### config.mk
export PLATFORM = sky130hd
export DESIGN_NAME = bicubic_scaler
export DESIGN_NICKNAME = d
export VERILOG_FILES = /design/src/verilog/cubic_pkg.sv /design/src/verilog/scaler_geom_pkg.sv /design/src/verilog/bicubic_scaler.sv /design/src/verilog/tap_sum_clamp.sv /design/src/verilog/cubic_tap.sv /design/src/verilog/scale_sequencer.sv /design/src/verilog/cubic_weight_gen.sv /design/src/verilog/frac_table.sv
export SDC_FILE = /design/constraint.sdc
export NUM_CORES = 2
export LEC_CHECK = 0
export ABC_AREA = 1
export BUFFER_PORTS_ARGS = -buffer_cell sky130_fd_sc_hd__buf_2
export CAP_MARGIN = 25
export CORE_ASPECT_RATIO = 1.75
export CORE_MARGIN = 4
export CORE_UTILIZATION = 58
export CTS_CLUSTER_SIZE = 8
export DETAILED_ROUTE_END_ITERATION = 10
export PLACE_DENSITY = 0.77
export SYNTH_ARGS = -nofsm -noshare
export SYNTH_HDL_FRONTEND = slang
export SYNTH_SLANG_ARGS = --single-unit
### constraint.sdc
create_clock -name CLK -period 17.5 [get_ports CLK]
set_input_delay 2.625 -clock CLK [delete_from_list [all_inputs] [get_ports CLK]]
set_output_delay 2.625 -clock CLK [all_outputs]
set_load 0.05 [all_outputs]
### src/verilog/cubic_pkg.sv
package cubic_pkg;

    // fraction t in Q0.8
    localparam int FRAC_W = 8;

    // one tap per source column in the cubic window
    localparam int NUM_TAPS = 4;

    // weights are scaled by 512, products are pixel times weight
    localparam int WEIGHT_W  = 12;
    localparam int PROD_W    = 20;
    localparam int SUM_SHIFT = 9;

    // one table entry per output column fraction
    localparam int FRAC_DEPTH = 64;

    typedef enum logic [1:0] {
        ST_BUILD,   // fraction table fill
        ST_RUN,     // 5-cycle pixel slots
        ST_DONE
    } scaler_state_e;

endpackage

### src/verilog/scaler_geom_pkg.sv
package scaler_geom_pkg;

    // pixel and coordinate sizes
    localparam int PIX_W   = 8;
    localparam int COORD_W = 7;

    // source image is square, row-major
    localparam int IMG_DIM = 100;

    // image and result memories share one address width
    localparam int ADDR_W    = 14;
    localparam int ROW_PITCH = 128;   // result row stride

    // geometry input widths
    localparam int SW_W = 5;          // source width and height
    localparam int TW_W = 6;          // target width

endpackage
### src/verilog/bicubic_scaler.sv
module bicubic_scaler
    import scaler_geom_pkg::*;
    import cubic_pkg::*;
(
    input  logic               CLK,
    input  logic               RST,
    input  logic [COORD_W-1:0] v0_i,
    input  logic [COORD_W-1:0] h0_i,
    input  logic [SW_W-1:0]    sw_i,
    input  logic [SW_W-1:0]    sh_i,
    input  logic [TW_W-1:0]    tw_i,
    input  logic [PIX_W-1:0]   pix_data_i,
    output logic               pix_rd_o,
    output logic [ADDR_W-1:0]  pix_addr_o,
    output logic               res_we_o,
    output logic [ADDR_W-1:0]  res_addr_o,
    output logic [PIX_W-1:0]   res_data_o,
    output logic               done_o
);

    logic                       build_start;
    logic                       build_done;
    logic [COORD_W-1:0]         frac_idx;
    logic [FRAC_W-1:0]          frac_val;
    logic                       wload;
    logic signed [WEIGHT_W-1:0] weight [NUM_TAPS];
    logic signed [PROD_W-1:0]   prod [NUM_TAPS];
    logic [1:0]                 tap_sel;
    logic                       pix_valid;
    logic                       prod_go;
    logic [COORD_W-1:0]         out_row;
    logic [COORD_W-1:0]         out_col;
    logic                       last;

    frac_table u_frac_table (
        .CLK(CLK), .RST(RST),
        .build_start_i(build_start), .tw_i(tw_i),
        .frac_idx_i(frac_idx),
        .build_done_o(build_done), .frac_val_o(frac_val)
    );

    cubic_weight_gen u_weight_gen (
        .CLK(CLK), .RST(RST),
        .load_i(wload), .frac_i(frac_val),
        .weight0_o(weight[0]), .weight1_o(weight[1]),
        .weight2_o(weight[2]), .weight3_o(weight[3])
    );

    scale_sequencer u_sequencer (
        .CLK(CLK), .RST(RST),
        .v0_i(v0_i), .h0_i(h0_i), .sw_i(sw_i), .sh_i(sh_i), .tw_i(tw_i),
        .build_done_i(build_done), .build_start_o(build_start),
        .frac_idx_o(frac_idx), .wload_o(wload),
        .pix_rd_o(pix_rd_o), .pix_addr_o(pix_addr_o),
        .tap_sel_o(tap_sel), .pix_valid_o(pix_valid), .prod_go_o(prod_go),
        .out_row_o(out_row), .out_col_o(out_col), .last_o(last)
    );

    // one multiplier per window column
    for (genvar k = 0; k < NUM_TAPS; k++) begin : g_tap
        cubic_tap u_tap (
            .CLK(CLK), .RST(RST),
            .pix_valid_i(pix_valid), .sel_match_i(tap_sel == 2'(k)),
            .pix_i(pix_data_i), .weight_i(weight[k]),
            .go_i(prod_go), .prod_o(prod[k])
        );
    end

    tap_sum_clamp u_sum (
        .CLK(CLK), .RST(RST), .go_i(prod_go),
        .prod0_i(prod[0]), .prod1_i(prod[1]), .prod2_i(prod[2]), .prod3_i(prod[3]),
        .row_i(out_row), .col_i(out_col), .last_i(last),
        .res_we_o(res_we_o), .res_addr_o(res_addr_o), .res_data_o(res_data_o),
        .done_o(done_o)
    );

endmodule

### src/verilog/tap_sum_clamp.sv
module tap_sum_clamp
    import scaler_geom_pkg::*;
    import cubic_pkg::*;
(
    input  logic                     CLK,
    input  logic                     RST,
    input  logic                     go_i,
    input  logic signed [PROD_W-1:0] prod0_i,
    input  logic signed [PROD_W-1:0] prod1_i,
    input  logic signed [PROD_W-1:0] prod2_i,
    input  logic signed [PROD_W-1:0] prod3_i,
    input  logic [COORD_W-1:0]       row_i,
    input  logic [COORD_W-1:0]       col_i,
    input  logic                     last_i,
    output logic                     res_we_o,
    output logic [ADDR_W-1:0]        res_addr_o,
    output logic [PIX_W-1:0]         res_data_o,
    output logic                     done_o
);

    logic                     prod_vld;
    logic signed [PROD_W+1:0] sum_w;
    logic signed [PROD_W+1:0] shr_w;
    logic [PIX_W-1:0]         clamp_w;

    assign sum_w = prod0_i + prod1_i + prod2_i + prod3_i + (1 << (SUM_SHIFT - 1));
    assign shr_w = sum_w >>> SUM_SHIFT;

    always_comb begin
        if (shr_w < 0) begin
            clamp_w = '0;
        end else if (shr_w > (1 << PIX_W) - 1) begin
            clamp_w = '1;
        end else begin
            clamp_w = shr_w[PIX_W-1:0];
        end
    end

    // coordinates arrive already aligned with the write
    assign res_addr_o = ADDR_W'(row_i) * ADDR_W'(ROW_PITCH) + ADDR_W'(col_i);

    always_ff @(posedge CLK) begin
        if (RST) begin
            prod_vld <= 1'b0;
            res_we_o <= 1'b0;
            done_o   <= 1'b0;
        end else begin
            prod_vld <= go_i;           // products settle one cycle after go
            res_we_o <= prod_vld;
            if (res_we_o && last_i) begin
                done_o <= 1'b1;
            end
        end
    end

    always_ff @(posedge CLK) begin
        if (prod_vld) begin
            res_data_o <= clamp_w;
        end
    end

endmodule

### src/verilog/cubic_tap.sv
module cubic_tap
    import scaler_geom_pkg::*;
    import cubic_pkg::*;
(
    input  logic                       CLK,
    input  logic                       RST,
    input  logic                       pix_valid_i,
    input  logic                       sel_match_i,
    input  logic [PIX_W-1:0]           pix_i,
    input  logic signed [WEIGHT_W-1:0] weight_i,
    input  logic                       go_i,
    output logic signed [PROD_W-1:0]   prod_o
);

    logic [PIX_W-1:0]         pix_q;
    logic [PIX_W-1:0]         pix_sel;
    logic signed [PROD_W-1:0] mult_w;

    // last tap's pixel arrives in the go cycle, take it straight from the bus
    assign pix_sel = (pix_valid_i && sel_match_i) ? pix_i : pix_q;
    assign mult_w  = $signed({1'b0, pix_sel}) * weight_i;

    always_ff @(posedge CLK) begin
        if (pix_valid_i && sel_match_i) begin
            pix_q <= pix_i;
        end
    end

    always_ff @(posedge CLK) begin
        if (RST) begin
            prod_o <= '0;
        end else if (go_i) begin
            prod_o <= mult_w;
        end
    end

endmodule

### src/verilog/scale_sequencer.sv
module scale_sequencer
    import scaler_geom_pkg::*;
    import cubic_pkg::*;
(
    input  logic               CLK,
    input  logic               RST,
    input  logic [COORD_W-1:0] v0_i,
    input  logic [COORD_W-1:0] h0_i,
    input  logic [SW_W-1:0]    sw_i,
    input  logic [SW_W-1:0]    sh_i,
    input  logic [TW_W-1:0]    tw_i,
    input  logic               build_done_i,
    output logic               build_start_o,
    output logic [COORD_W-1:0] frac_idx_o,
    output logic               wload_o,
    output logic               pix_rd_o,
    output logic [ADDR_W-1:0]  pix_addr_o,
    output logic [1:0]         tap_sel_o,
    output logic               pix_valid_o,
    output logic               prod_go_o,
    output logic [COORD_W-1:0] out_row_o,
    output logic [COORD_W-1:0] out_col_o,
    output logic               last_o
);

    scaler_state_e state;

    logic [2:0]         slot_cnt;
    logic               started;
    logic [COORD_W-1:0] col_j;
    logic [COORD_W-1:0] quot;
    logic [COORD_W-1:0] rem;
    logic [COORD_W-1:0] row_y;
    logic [COORD_W-1:0] tw_m1;
    logic [COORD_W-1:0] sw_m1;
    logic [COORD_W-1:0] rem_sum;
    logic [COORD_W-1:0] rem_nxt;
    logic               carry;
    logic               slot_end;
    logic               row_end;
    logic               last_pix;
    logic [COORD_W-1:0] src_row;
    logic [COORD_W-1:0] src_col;
    logic [COORD_W-1:0] row_d1;
    logic [COORD_W-1:0] col_d1;
    logic               last_d1;

    assign tw_m1 = COORD_W'(tw_i - 1'b1);
    assign sw_m1 = COORD_W'(sw_i - 1'b1);

    // r steps by sw-1, at most one carry since sw <= tw
    assign rem_sum = rem + sw_m1;
    assign carry   = (rem_sum >= tw_m1);
    assign rem_nxt = row_end ? '0 : (carry ? rem_sum - tw_m1 : rem_sum);

    assign row_end  = (col_j == tw_m1);
    assign last_pix = row_end && (row_y == COORD_W'(sh_i - 1'b1));
    assign slot_end = (state == ST_RUN) && (slot_cnt == 3'(NUM_TAPS));

    assign build_start_o = (state == ST_BUILD) && !started;
    assign wload_o       = ((state == ST_BUILD) && build_done_i) || slot_end;
    assign frac_idx_o    = (state == ST_RUN) ? rem_nxt : rem;   // next slot's fraction
    assign prod_go_o     = slot_end;

    // taps at q-1 .. q+2 around the source position
    assign pix_rd_o   = (state == ST_RUN) && (slot_cnt < 3'(NUM_TAPS));
    assign src_row    = v0_i + row_y;
    assign src_col    = h0_i + quot + COORD_W'(slot_cnt) - 1'b1;
    assign pix_addr_o = ADDR_W'(src_row) * ADDR_W'(IMG_DIM) + ADDR_W'(src_col);

    always_ff @(posedge CLK) begin
        if (RST) begin
            state       <= ST_BUILD;
            started     <= 1'b0;
            slot_cnt    <= 3'd0;
            col_j       <= '0;
            quot        <= '0;
            rem         <= '0;
            row_y       <= '0;
            pix_valid_o <= 1'b0;
            last_d1     <= 1'b0;
            last_o      <= 1'b0;
        end else begin
            pix_valid_o <= pix_rd_o;    // read data returns next cycle
            last_o      <= last_d1;
            case (state)
                ST_BUILD: begin
                    started <= 1'b1;
                    if (build_done_i) begin
                        state <= ST_RUN;
                    end
                end
                ST_RUN: begin
                    if (slot_end) begin
                        slot_cnt <= 3'd0;
                        last_d1  <= last_pix;
                        rem      <= rem_nxt;
                        if (last_pix) begin
                            state <= ST_DONE;
                        end
                        if (row_end) begin
                            col_j <= '0;
                            quot  <= '0;
                            row_y <= row_y + 1'b1;
                        end else begin
                            col_j <= col_j + 1'b1;
                            quot  <= quot + COORD_W'(carry);
                        end
                    end else begin
                        slot_cnt <= slot_cnt + 1'b1;
                    end
                end
                default: ;
            endcase
        end
    end

    // steering and coordinate delay line
    always_ff @(posedge CLK) begin
        tap_sel_o <= slot_cnt[1:0];
        if (slot_end) begin
            row_d1 <= row_y;
            col_d1 <= col_j;
        end
        out_row_o <= row_d1;
        out_col_o <= col_d1;
    end

endmodule

### src/verilog/cubic_weight_gen.sv
module cubic_weight_gen
    import cubic_pkg::*;
(
    input  logic                       CLK,
    input  logic                       RST,
    input  logic                       load_i,
    input  logic [FRAC_W-1:0]          frac_i,
    output logic signed [WEIGHT_W-1:0] weight0_o,
    output logic signed [WEIGHT_W-1:0] weight1_o,
    output logic signed [WEIGHT_W-1:0] weight2_o,
    output logic signed [WEIGHT_W-1:0] weight3_o
);

    logic [2*FRAC_W-1:0]        sq_w;
    logic [2*FRAC_W-1:0]        cube_w;
    logic [FRAC_W-1:0]          t2;
    logic [FRAC_W-1:0]          t3;
    logic signed [WEIGHT_W-1:0] t_s;
    logic signed [WEIGHT_W-1:0] t2_s;
    logic signed [WEIGHT_W-1:0] t3_s;
    logic signed [WEIGHT_W-1:0] w0, w1, w2, w3;

    // rounded powers, both stay below 256
    assign sq_w   = frac_i * frac_i + (1 << (FRAC_W - 1));
    assign t2     = sq_w[2*FRAC_W-1:FRAC_W];
    assign cube_w = t2 * frac_i + (1 << (FRAC_W - 1));
    assign t3     = cube_w[2*FRAC_W-1:FRAC_W];

    assign t_s  = WEIGHT_W'(frac_i);
    assign t2_s = WEIGHT_W'(t2);
    assign t3_s = WEIGHT_W'(t3);

    // Catmull-Rom, times two
    assign w0 = -t_s + 2 * t2_s - t3_s;
    assign w1 = (1 << SUM_SHIFT) - 5 * t2_s + 3 * t3_s;
    assign w2 = t_s + 4 * t2_s - 3 * t3_s;
    assign w3 = t3_s - t2_s;

    always_ff @(posedge CLK) begin
        if (RST) begin
            weight0_o <= '0;
            weight1_o <= '0;
            weight2_o <= '0;
            weight3_o <= '0;
        end else if (load_i) begin
            weight0_o <= w0;
            weight1_o <= w1;
            weight2_o <= w2;
            weight3_o <= w3;
        end
    end

endmodule

### src/verilog/frac_table.sv
module frac_table
    import scaler_geom_pkg::*;
    import cubic_pkg::*;
(
    input  logic               CLK,
    input  logic               RST,
    input  logic               build_start_i,
    input  logic [TW_W-1:0]    tw_i,
    input  logic [COORD_W-1:0] frac_idx_i,
    output logic               build_done_o,
    output logic [FRAC_W-1:0]  frac_val_o
);

    logic [FRAC_W-1:0] table_mem [FRAC_DEPTH];

    logic              busy;
    logic [2:0]        step;
    logic [TW_W-1:0]   entry;       // current r
    logic [TW_W-1:0]   divisor;
    logic [TW_W-1:0]   rem_q;
    logic [TW_W:0]     rem_sh;
    logic [TW_W:0]     rem_dif;
    logic              q_bit;
    logic [FRAC_W-1:0] quot_q;
    logic [FRAC_W-1:0] quot_nxt;
    logic              last_step;

    assign divisor   = tw_i - 1'b1;
    assign last_step = (step == 3'(FRAC_W - 1));

    // one restoring step, r < divisor so the remainder never overflows
    assign rem_sh   = {rem_q, 1'b0};
    assign q_bit    = (rem_sh >= {1'b0, divisor});
    assign rem_dif  = q_bit ? rem_sh - {1'b0, divisor} : rem_sh;
    assign quot_nxt = {quot_q[FRAC_W-2:0], q_bit};

    always_ff @(posedge CLK) begin
        if (RST) begin
            busy         <= 1'b0;
            step         <= 3'd0;
            entry        <= '0;
            build_done_o <= 1'b0;
        end else begin
            build_done_o <= 1'b0;
            if (build_start_i) begin
                busy  <= 1'b1;
                step  <= 3'd0;
                entry <= '0;
            end else if (busy) begin
                step <= step + 1'b1;
                if (last_step) begin
                    if (entry == divisor - 1'b1) begin
                        busy         <= 1'b0;
                        build_done_o <= 1'b1;
                    end else begin
                        entry <= entry + 1'b1;
                    end
                end
            end
        end
    end

    always_ff @(posedge CLK) begin
        if (build_start_i) begin
            rem_q <= '0;
        end else if (busy) begin
            quot_q <= quot_nxt;
            if (last_step) begin
                table_mem[entry] <= quot_nxt;
                rem_q            <= entry + 1'b1;   // dividend of next entry
            end else begin
                rem_q <= rem_dif[TW_W-1:0];
            end
        end
    end

    assign frac_val_o = table_mem[frac_idx_i[TW_W-1:0]];

endmodule

# Word level (Yosys, flattened, before mapping)
# Memories as Yosys holds them, arrays and structs flattened.
# Index checks and enable logic that the tools add are counted.
[totals]
reg_bits = 259
ramBits = 512
inputBits = 40
out_inout_bits = 39
wordCells = 150
n_memories = 1
[op_classes]
addsub = 34
n_mul = 9
n_lt_le_gt_ge = 5
n_eq_ne = 12
mux = 26
n_bitwise = 4
reduce_logical = 22
[mem_list]
columns = ["name", "words", "word_bits", "rd", "rd_clocked_by_memory_dff", "wr", "line", "text"]
rows = [
  ["u_frac_table.table_mem", 64, 8, 1, 0, 1, "frac_table.sv:14", "logic [FRAC_W-1:0] table_mem [FRAC_DEPTH];"],
]
[op_table]
columns = ["op", "n"]
rows = [
  ["multiplier 9 x 12 -> 20 bit", 3],
  ["2-to-1 mux 8 bit", 5],
  ["adder 16 x 8 -> 16 bit (second input constant)", 2],
  ["multiplier 8 x 8 -> 16 bit", 2],
  ["adder 14 x 7 -> 14 bit", 2],
  ["2-to-1 mux 7 bit", 4],
  ["adder 21 x 20 -> 22 bit", 1],
  ["adder 22 x 10 -> 22 bit (second input constant)", 1],
  ["adder 22 x 20 -> 22 bit", 1],
  ["adder 20 x 20 -> 21 bit", 1],
  ["adder 7 bit", 3],
  ["multiplier 9 x 9 -> 18 bit", 1],
  ["2-to-1 mux 6 bit", 3],
  ["adder 7 x 1 -> 7 bit (second input constant)", 2],
  ["equality test 7 bit", 2],
  ["> comparator 13 x 9 -> 1 bit (second input constant)", 1],
  ["< comparator 13 x 1 -> 1 bit (second input constant)", 1],
  ["adder 12 x 10 -> 12 bit", 1],
  ["adder 12 bit", 1],
  ["multiplier 7 x 5 -> 12 bit (second input constant)", 1],
  ["negation 8 -> 12 bit", 1],
  ["subtractor 11 x 12 -> 12 bit (first input constant)", 1],
  ["subtractor 12 bit", 1],
  ["subtractor 12 x 9 -> 12 bit", 1],
  ["38 further kinds", 70],
]

# Depth between registers and ports, before layout
# An unclocked memory read counts as a cell.
[depth]
word_depth = 13
mapped_depth = 107
mapped_depth_nobuf = 102

# Cells and area by module
# Synthesis repeated with hierarchy kept, for this count alone.
[hier_totals]
cells_unflattened = 6764
area_unflattened_um2 = 57582.7
[modules_own_cells]
columns = ["mod", "instances", "cells_per_inst", "area_each_um2", "seq_area_each_um2"]
rows = [
  ["frac_table", 1, 1801, 21982.3, 15925.3],
  ["cubic_tap (g_tap[0].u_tap ...)", 3, 682, 4787.1, 560.5],
  ["cubic_weight_gen", 1, 1102, 8041.5, 880.8],
  ["scale_sequencer", 1, 729, 5350.1, 1481.4],
  ["cubic_tap (g_tap[3].u_tap)", 1, 682, 4808.4, 560.5],
  ["tap_sum_clamp", 1, 397, 3012.9, 300.3],
  ["bicubic_scaler", 1, 7, 26.3, 0.0],
]

# Worst setup path before layout
# OpenSTA, ideal clock, no wires.
[synth_path]
path_type = "input -> register"
start = "in sw_i[0]"
end = "reg u_weight_gen.weight1_o[10]"
setup_time_ns = 0.116
arrival_ns = 16.462
t_required_ns = 17.384
slack_ns = 0.922
stages = 90
n_path_buf = 5
path_cell_list = "inv_1 ha_1 xor2_1 ha_1 a21oi_1 nand2_1 nand2_1 nand2_1 a21oi_1 or2_2 nand2_1 ha_1 nand2_1 inv_2 nand2_1 nand2_1 nor2_1 nand2_1 (+54 left out) xor2_1 inv_1 ha_1 ha_1 a21oi_1 inv_1 a21oi_1 inv_1 a21oi_1 inv_1 a21oi_1 inv_1 a21oi_1 nor2_1 nor2_1 xnor2_1 o211ai_1 inv_1"
[synth_between]
elab_chain_len = 13
word_cells_on_any_way = 16
cone_classes = "7 x add/sub; 4 x mul; 1 x order compare; 3 x mux; 1 x memory"
[synth_rtl]
columns = ["element", "line", "text"]
rows = [
  ["from (decl)", "bicubic_scaler.sv:9", "input logic [SW_W-1:0] sw_i,"],
  ["subtractor 5 x 1 -> 6 bit *", "scale_sequencer.sv:49", "assign sw_m1 = COORD_W'(sw_i - 1'b1);"],
  ["adder 7 bit *", "scale_sequencer.sv:52", "assign rem_sum = rem + sw_m1;"],
  ["subtractor 7 bit or >= comparator 7 bit (tied branches)", "scale_sequencer.sv:54, scale_sequencer.sv:53", ""],
  ["2-to-1 mux 7 bit * (2 in series)", "scale_sequencer.sv:54", "assign rem_nxt = row_end ? '0 : (carry ? rem_sum - tw_m1 : rem_sum);"],
  ["2-to-1 mux 6 bit *", "scale_sequencer.sv:62", "assign frac_idx_o = (state == ST_RUN) ? rem_nxt : rem;"],
  ["memory (64 x 8 bit) *", "n/a", ""],
  ["multiplier 8 x 8 -> 16 bit", "cubic_weight_gen.sv:24", "assign sq_w = frac_i * frac_i + (1 << (FRAC_W - 1));"],
  ["adder 16 x 8 -> 16 bit", "cubic_weight_gen.sv:24", ""],
  ["multiplier 8 x 8 -> 16 bit", "cubic_weight_gen.sv:26", "assign cube_w = t2 * frac_i + (1 << (FRAC_W - 1));"],
  ["adder 16 x 8 -> 16 bit", "cubic_weight_gen.sv:26", ""],
  ["multiplier 2 x 8 -> 10 bit", "cubic_weight_gen.sv:35", "assign w1 = (1 << SUM_SHIFT) - 5 * t2_s + 3 * t3_s;"],
  ["adder 12 bit *", "cubic_weight_gen.sv:35", ""],
  ["to (signal assigned)", "cubic_weight_gen.sv:47", "weight1_o <= w1;"],
  ["to (decl)", "cubic_weight_gen.sv:9", "output logic signed [WEIGHT_W-1:0] weight1_o,"],
]
# Mark *: on every way between the ends. The rest lies on a longest branch, timed or not.
# A chain may end at the register's enable or synchronous reset.

# Final worst setup path
# Same ends and word-level chain as after synthesis.

==> impl_metrics.json <==
{
  "wl_um": 146000,
  "die_y_um": 403,
  "min_to": "u_sequencer.out_row_o[4]",
  "avgSynthCellArea_um2": 9.55,
  "timing.final.ws_setup_ns": 0.913,
  "overflow": 0,
  "cts-root-buf": "clkbuf_16",
  "finalMaxSlewViolations": 0,
  "synthArstFlopShare_pct": 0,
  "vias_per_cell": 5.84,
  "crit_path_start_kind": "input pin",
  "critical_path_class": "input pin to flip-flop",
  "port_buffers": 78,
  "drive_gt1_share_pct": 8.07,
  "dr.first_iter.drc_count": 3453,
  "dieArea_um2": 94300,
  "vdd_drop_max_v": 0.0000789,
  "worst_skew_pair.late_latency_ns": 0.75,
  "gr-usage-all-layers_pct": 30.4,
  "slew_headroom_pct": 25.6,
  "cp_slowest_cell": "fa_1",
  "fin_nets": 6445,
  "skew_ns": 0.0923,
  "worst_pin_slew_ns": 1.11,
  "fin_crit_sh_pct": 94.8,
  "drc": 0,
  "syn-num-nets": 6278,
  "path_common_cell": "nand2_1",
  "ys_top_cells_by_area": "edfxtp_1 31%, fa_1 15%, ha_1 10%",
  "core-area_um2": 88300,
  "syn_inst": 5424,
  "die_x_um": 234,
  "synth_edf_count": 541,
  "first_global_vias": 41400,
  "status": "finished, final reports clean",
  "fin_crit_ns": 16.59,
  "synth_cell_type_count": 57,
  "fmaxAchievable_ghz": 0.0603,
  "holdCritPathClass": "flip-flop to flip-flop",
  "clk_pin_slew_ns": 0.06,
  "instances_no_fill": 6808,
  "maxCapViolCount": 0,
  "cp_max_fo": 32,
  "power.leakage_uw": 0.0257,
  "dp_hpwl_um": 104000,
  "pre_cts_ws_ns": 0.0423,
  "drtPass1Iterations": 7,
  "drt-wirelength-per-cell_um": 21.5,
  "holdPathStages": 0,
  "htree_levels": 3,
  "grt_first_pass_wirelength_um": 221000,
  "max_stage_delay_ns": 0.55,
  "crit_buf_inv": 21,
  "setup_viol": 0,
  "power.density_nw_per_um2": 72.2,
  "start_util_pct": 58.7,
  "r2r_cells": 86,
  "ys_warn_count": 0,
  "min_from": "u_sequencer.row_d1[4]",
  "cts.sinks": 768,
  "synth_ff_type": "edfxtp_1",
  "crit_required_ns": 18.08,
  "mappedNetlistArea_um2": 51800,
  "num_rows": 144,
  "dpl.cell_count": 6632,
  "regToRegSetupSlack_ns": 2.78,
  "seq_area_frac_synth_pct": 40.1,
  "cpLargestDelayFamily": "adder cells",
  "gp_congestion": 0.994,
  "via_count": 39800,
  "r2r-start": "u_sequencer.rem[0]",
  "cts_tree": "yes",
  "areaGrowthSynthToFinish_pct": 11.3,
  "ctsLongestPathBuffers": 3,
  "cts_made_buffers": 106,
  "cp-end-kind": "flip-flop",
  "ios": 79,
  "yosysTopAreaCellShare_pct": 31.4,
  "ys_ff_latch": 768,
  "timing.rr.end": "u_weight_gen.weight1_o[10]",
  "hold_viol": 0,
  "ant_nets": 0,
  "synth_top_area_cell": "edfxtp_1",
  "grt_max_degree": 80,
  "cp.arrival_ns": 17.17,
  "antenna_found_initial": 2
}
where the power goes:
part           total (uW)  switching (uW)  internal (uW)
registers            1960            3.13           1960
logic                 298             220           78.4
clock network        1900             792           1110
total                4160            1010           3150
flip-flops by register name (all words and copies together) (netlist names), 8 cells and up:
signal and cells:
u_weight_gen.weight3_o 9, g_tap.u_tap.pix_q 32, u_weight_gen.weight1_o 11, u_weight_gen.weight0_o 12
u_sum.res_data_o 8, u_frac_table.table_mem 512, u_weight_gen.weight2_o 12, g_tap.u_tap.prod_o 78
layout by cell type (no fill, tap or decap), types with 20 or more instances in the layout:
master,n
buf_4,127
dfxtp_1,227
inv_1,833
nand3_1,411
clkbuf_1,40
nand4_1,20
edfxtp_1,541
or2_2,33
a32o_1,46
nor2_1,518
ha_1,429
nand2_1,915
a21oi_1,208
buf_2,78
nor3_1,20
o211ai_1,74
o21ai_0,197
xnor2_1,77
xor2_1,108
fa_1,385
clkbuf_16,115
cell usage after synthesis (all sizes together) (46+ instances only):
cell and number:
o211ai 76, dfxtp 227, o21ai 205, nand3 423, xnor2 79, xor2 112, fa 385, nor2 528
clkbuf 84, edfxtp 541, ha 429, a32o 46, a21oi 215, nand2 933, inv 842, buf 93
layer usage:
layer | vias to the layer above | GRT usage (%) | wire length [um]
li1 | 18100 | - | -
met1 | 19000 | 29.9 | 45600
met2 | 1973 | 54.0 | 74600
met3 | 659 | 5.80 | 11100
met4 | 0 | 25.6 | 14900
met5 | - | 0 | 0
worst max path at each step:
stage            start                    endpoint  slack, ns  cells after the start
2_1_floorplan  sw_i[0]  u_weight_gen.weight1_o[10]       0.92                     90
3_3_place_gp   sw_i[0]  u_weight_gen.weight1_o[10]       0.17                     87
6_report       sw_i[0]  u_weight_gen.weight1_o[10]       0.91                     89
3_5_place_dp   sw_i[0]  u_weight_gen.weight1_o[10]       0.04                     86
4_1_cts        sw_i[0]  u_weight_gen.weight1_o[10]       0.78                     86
5_1_grt        sw_i[0]  u_weight_gen.weight1_o[10]      -0.11                     88
metrics by stage:
stage          total power, uW  setup TNS, ns  hold slack, ns  instance area [um^2]  utilization, %
3_3_place_gp              2280              0           0.325                 54100            61.3
4_1_cts                   4170              0           0.328                 57100            64.7
6_report                  4160              0           0.328                 57700            65.3
3_5_place_dp              2290              0           0.328                 54100            61.3
2_1_floorplan             2200              0           0.323                 51800               -
5_1_grt                   4280         -0.114           0.353                 57700            65.3
layout make-up:
class	count	area, um^2
clock inverters	7	189
multi-input cells	3626	27100
inverters	853	3240
repair inverters	1	11.3
fillers	6819	30600
clock buffers	148	2830
well taps	1168	1460
diodes	2	5.00
flip-flops and latches	768	20800
repair buffers	235	2000
cells by family after synthesis:
| logic type | count (synthesis) | share of synthesized area [%] |
|---|---|---|
| XOR/XNOR | 191 | 3.27 |
| flip-flops | 768 | 40.1 |
| adder cells (fa/ha/maj) | 816 | 25.3 |
| AO/OA/AOI/OAI | 640 | 7.54 |
| AND/OR/NAND/NOR | 1979 | 16.0 |
| buffers and inverters | 1030 | 7.80 |
what timing repair did:
| action | 4_1_cts | 5_1_grt |
|---|---|---|
| setup buffers | 0 | 7 |
| hold endpoints to repair | 0 | 0 |
| setup endpoints to repair | 0 | 8 |
| gates resized for setup | 0 | 46 |
| hold buffers | 0 | 0 |
Note: power is estimated with default switching activity, not from simulation.
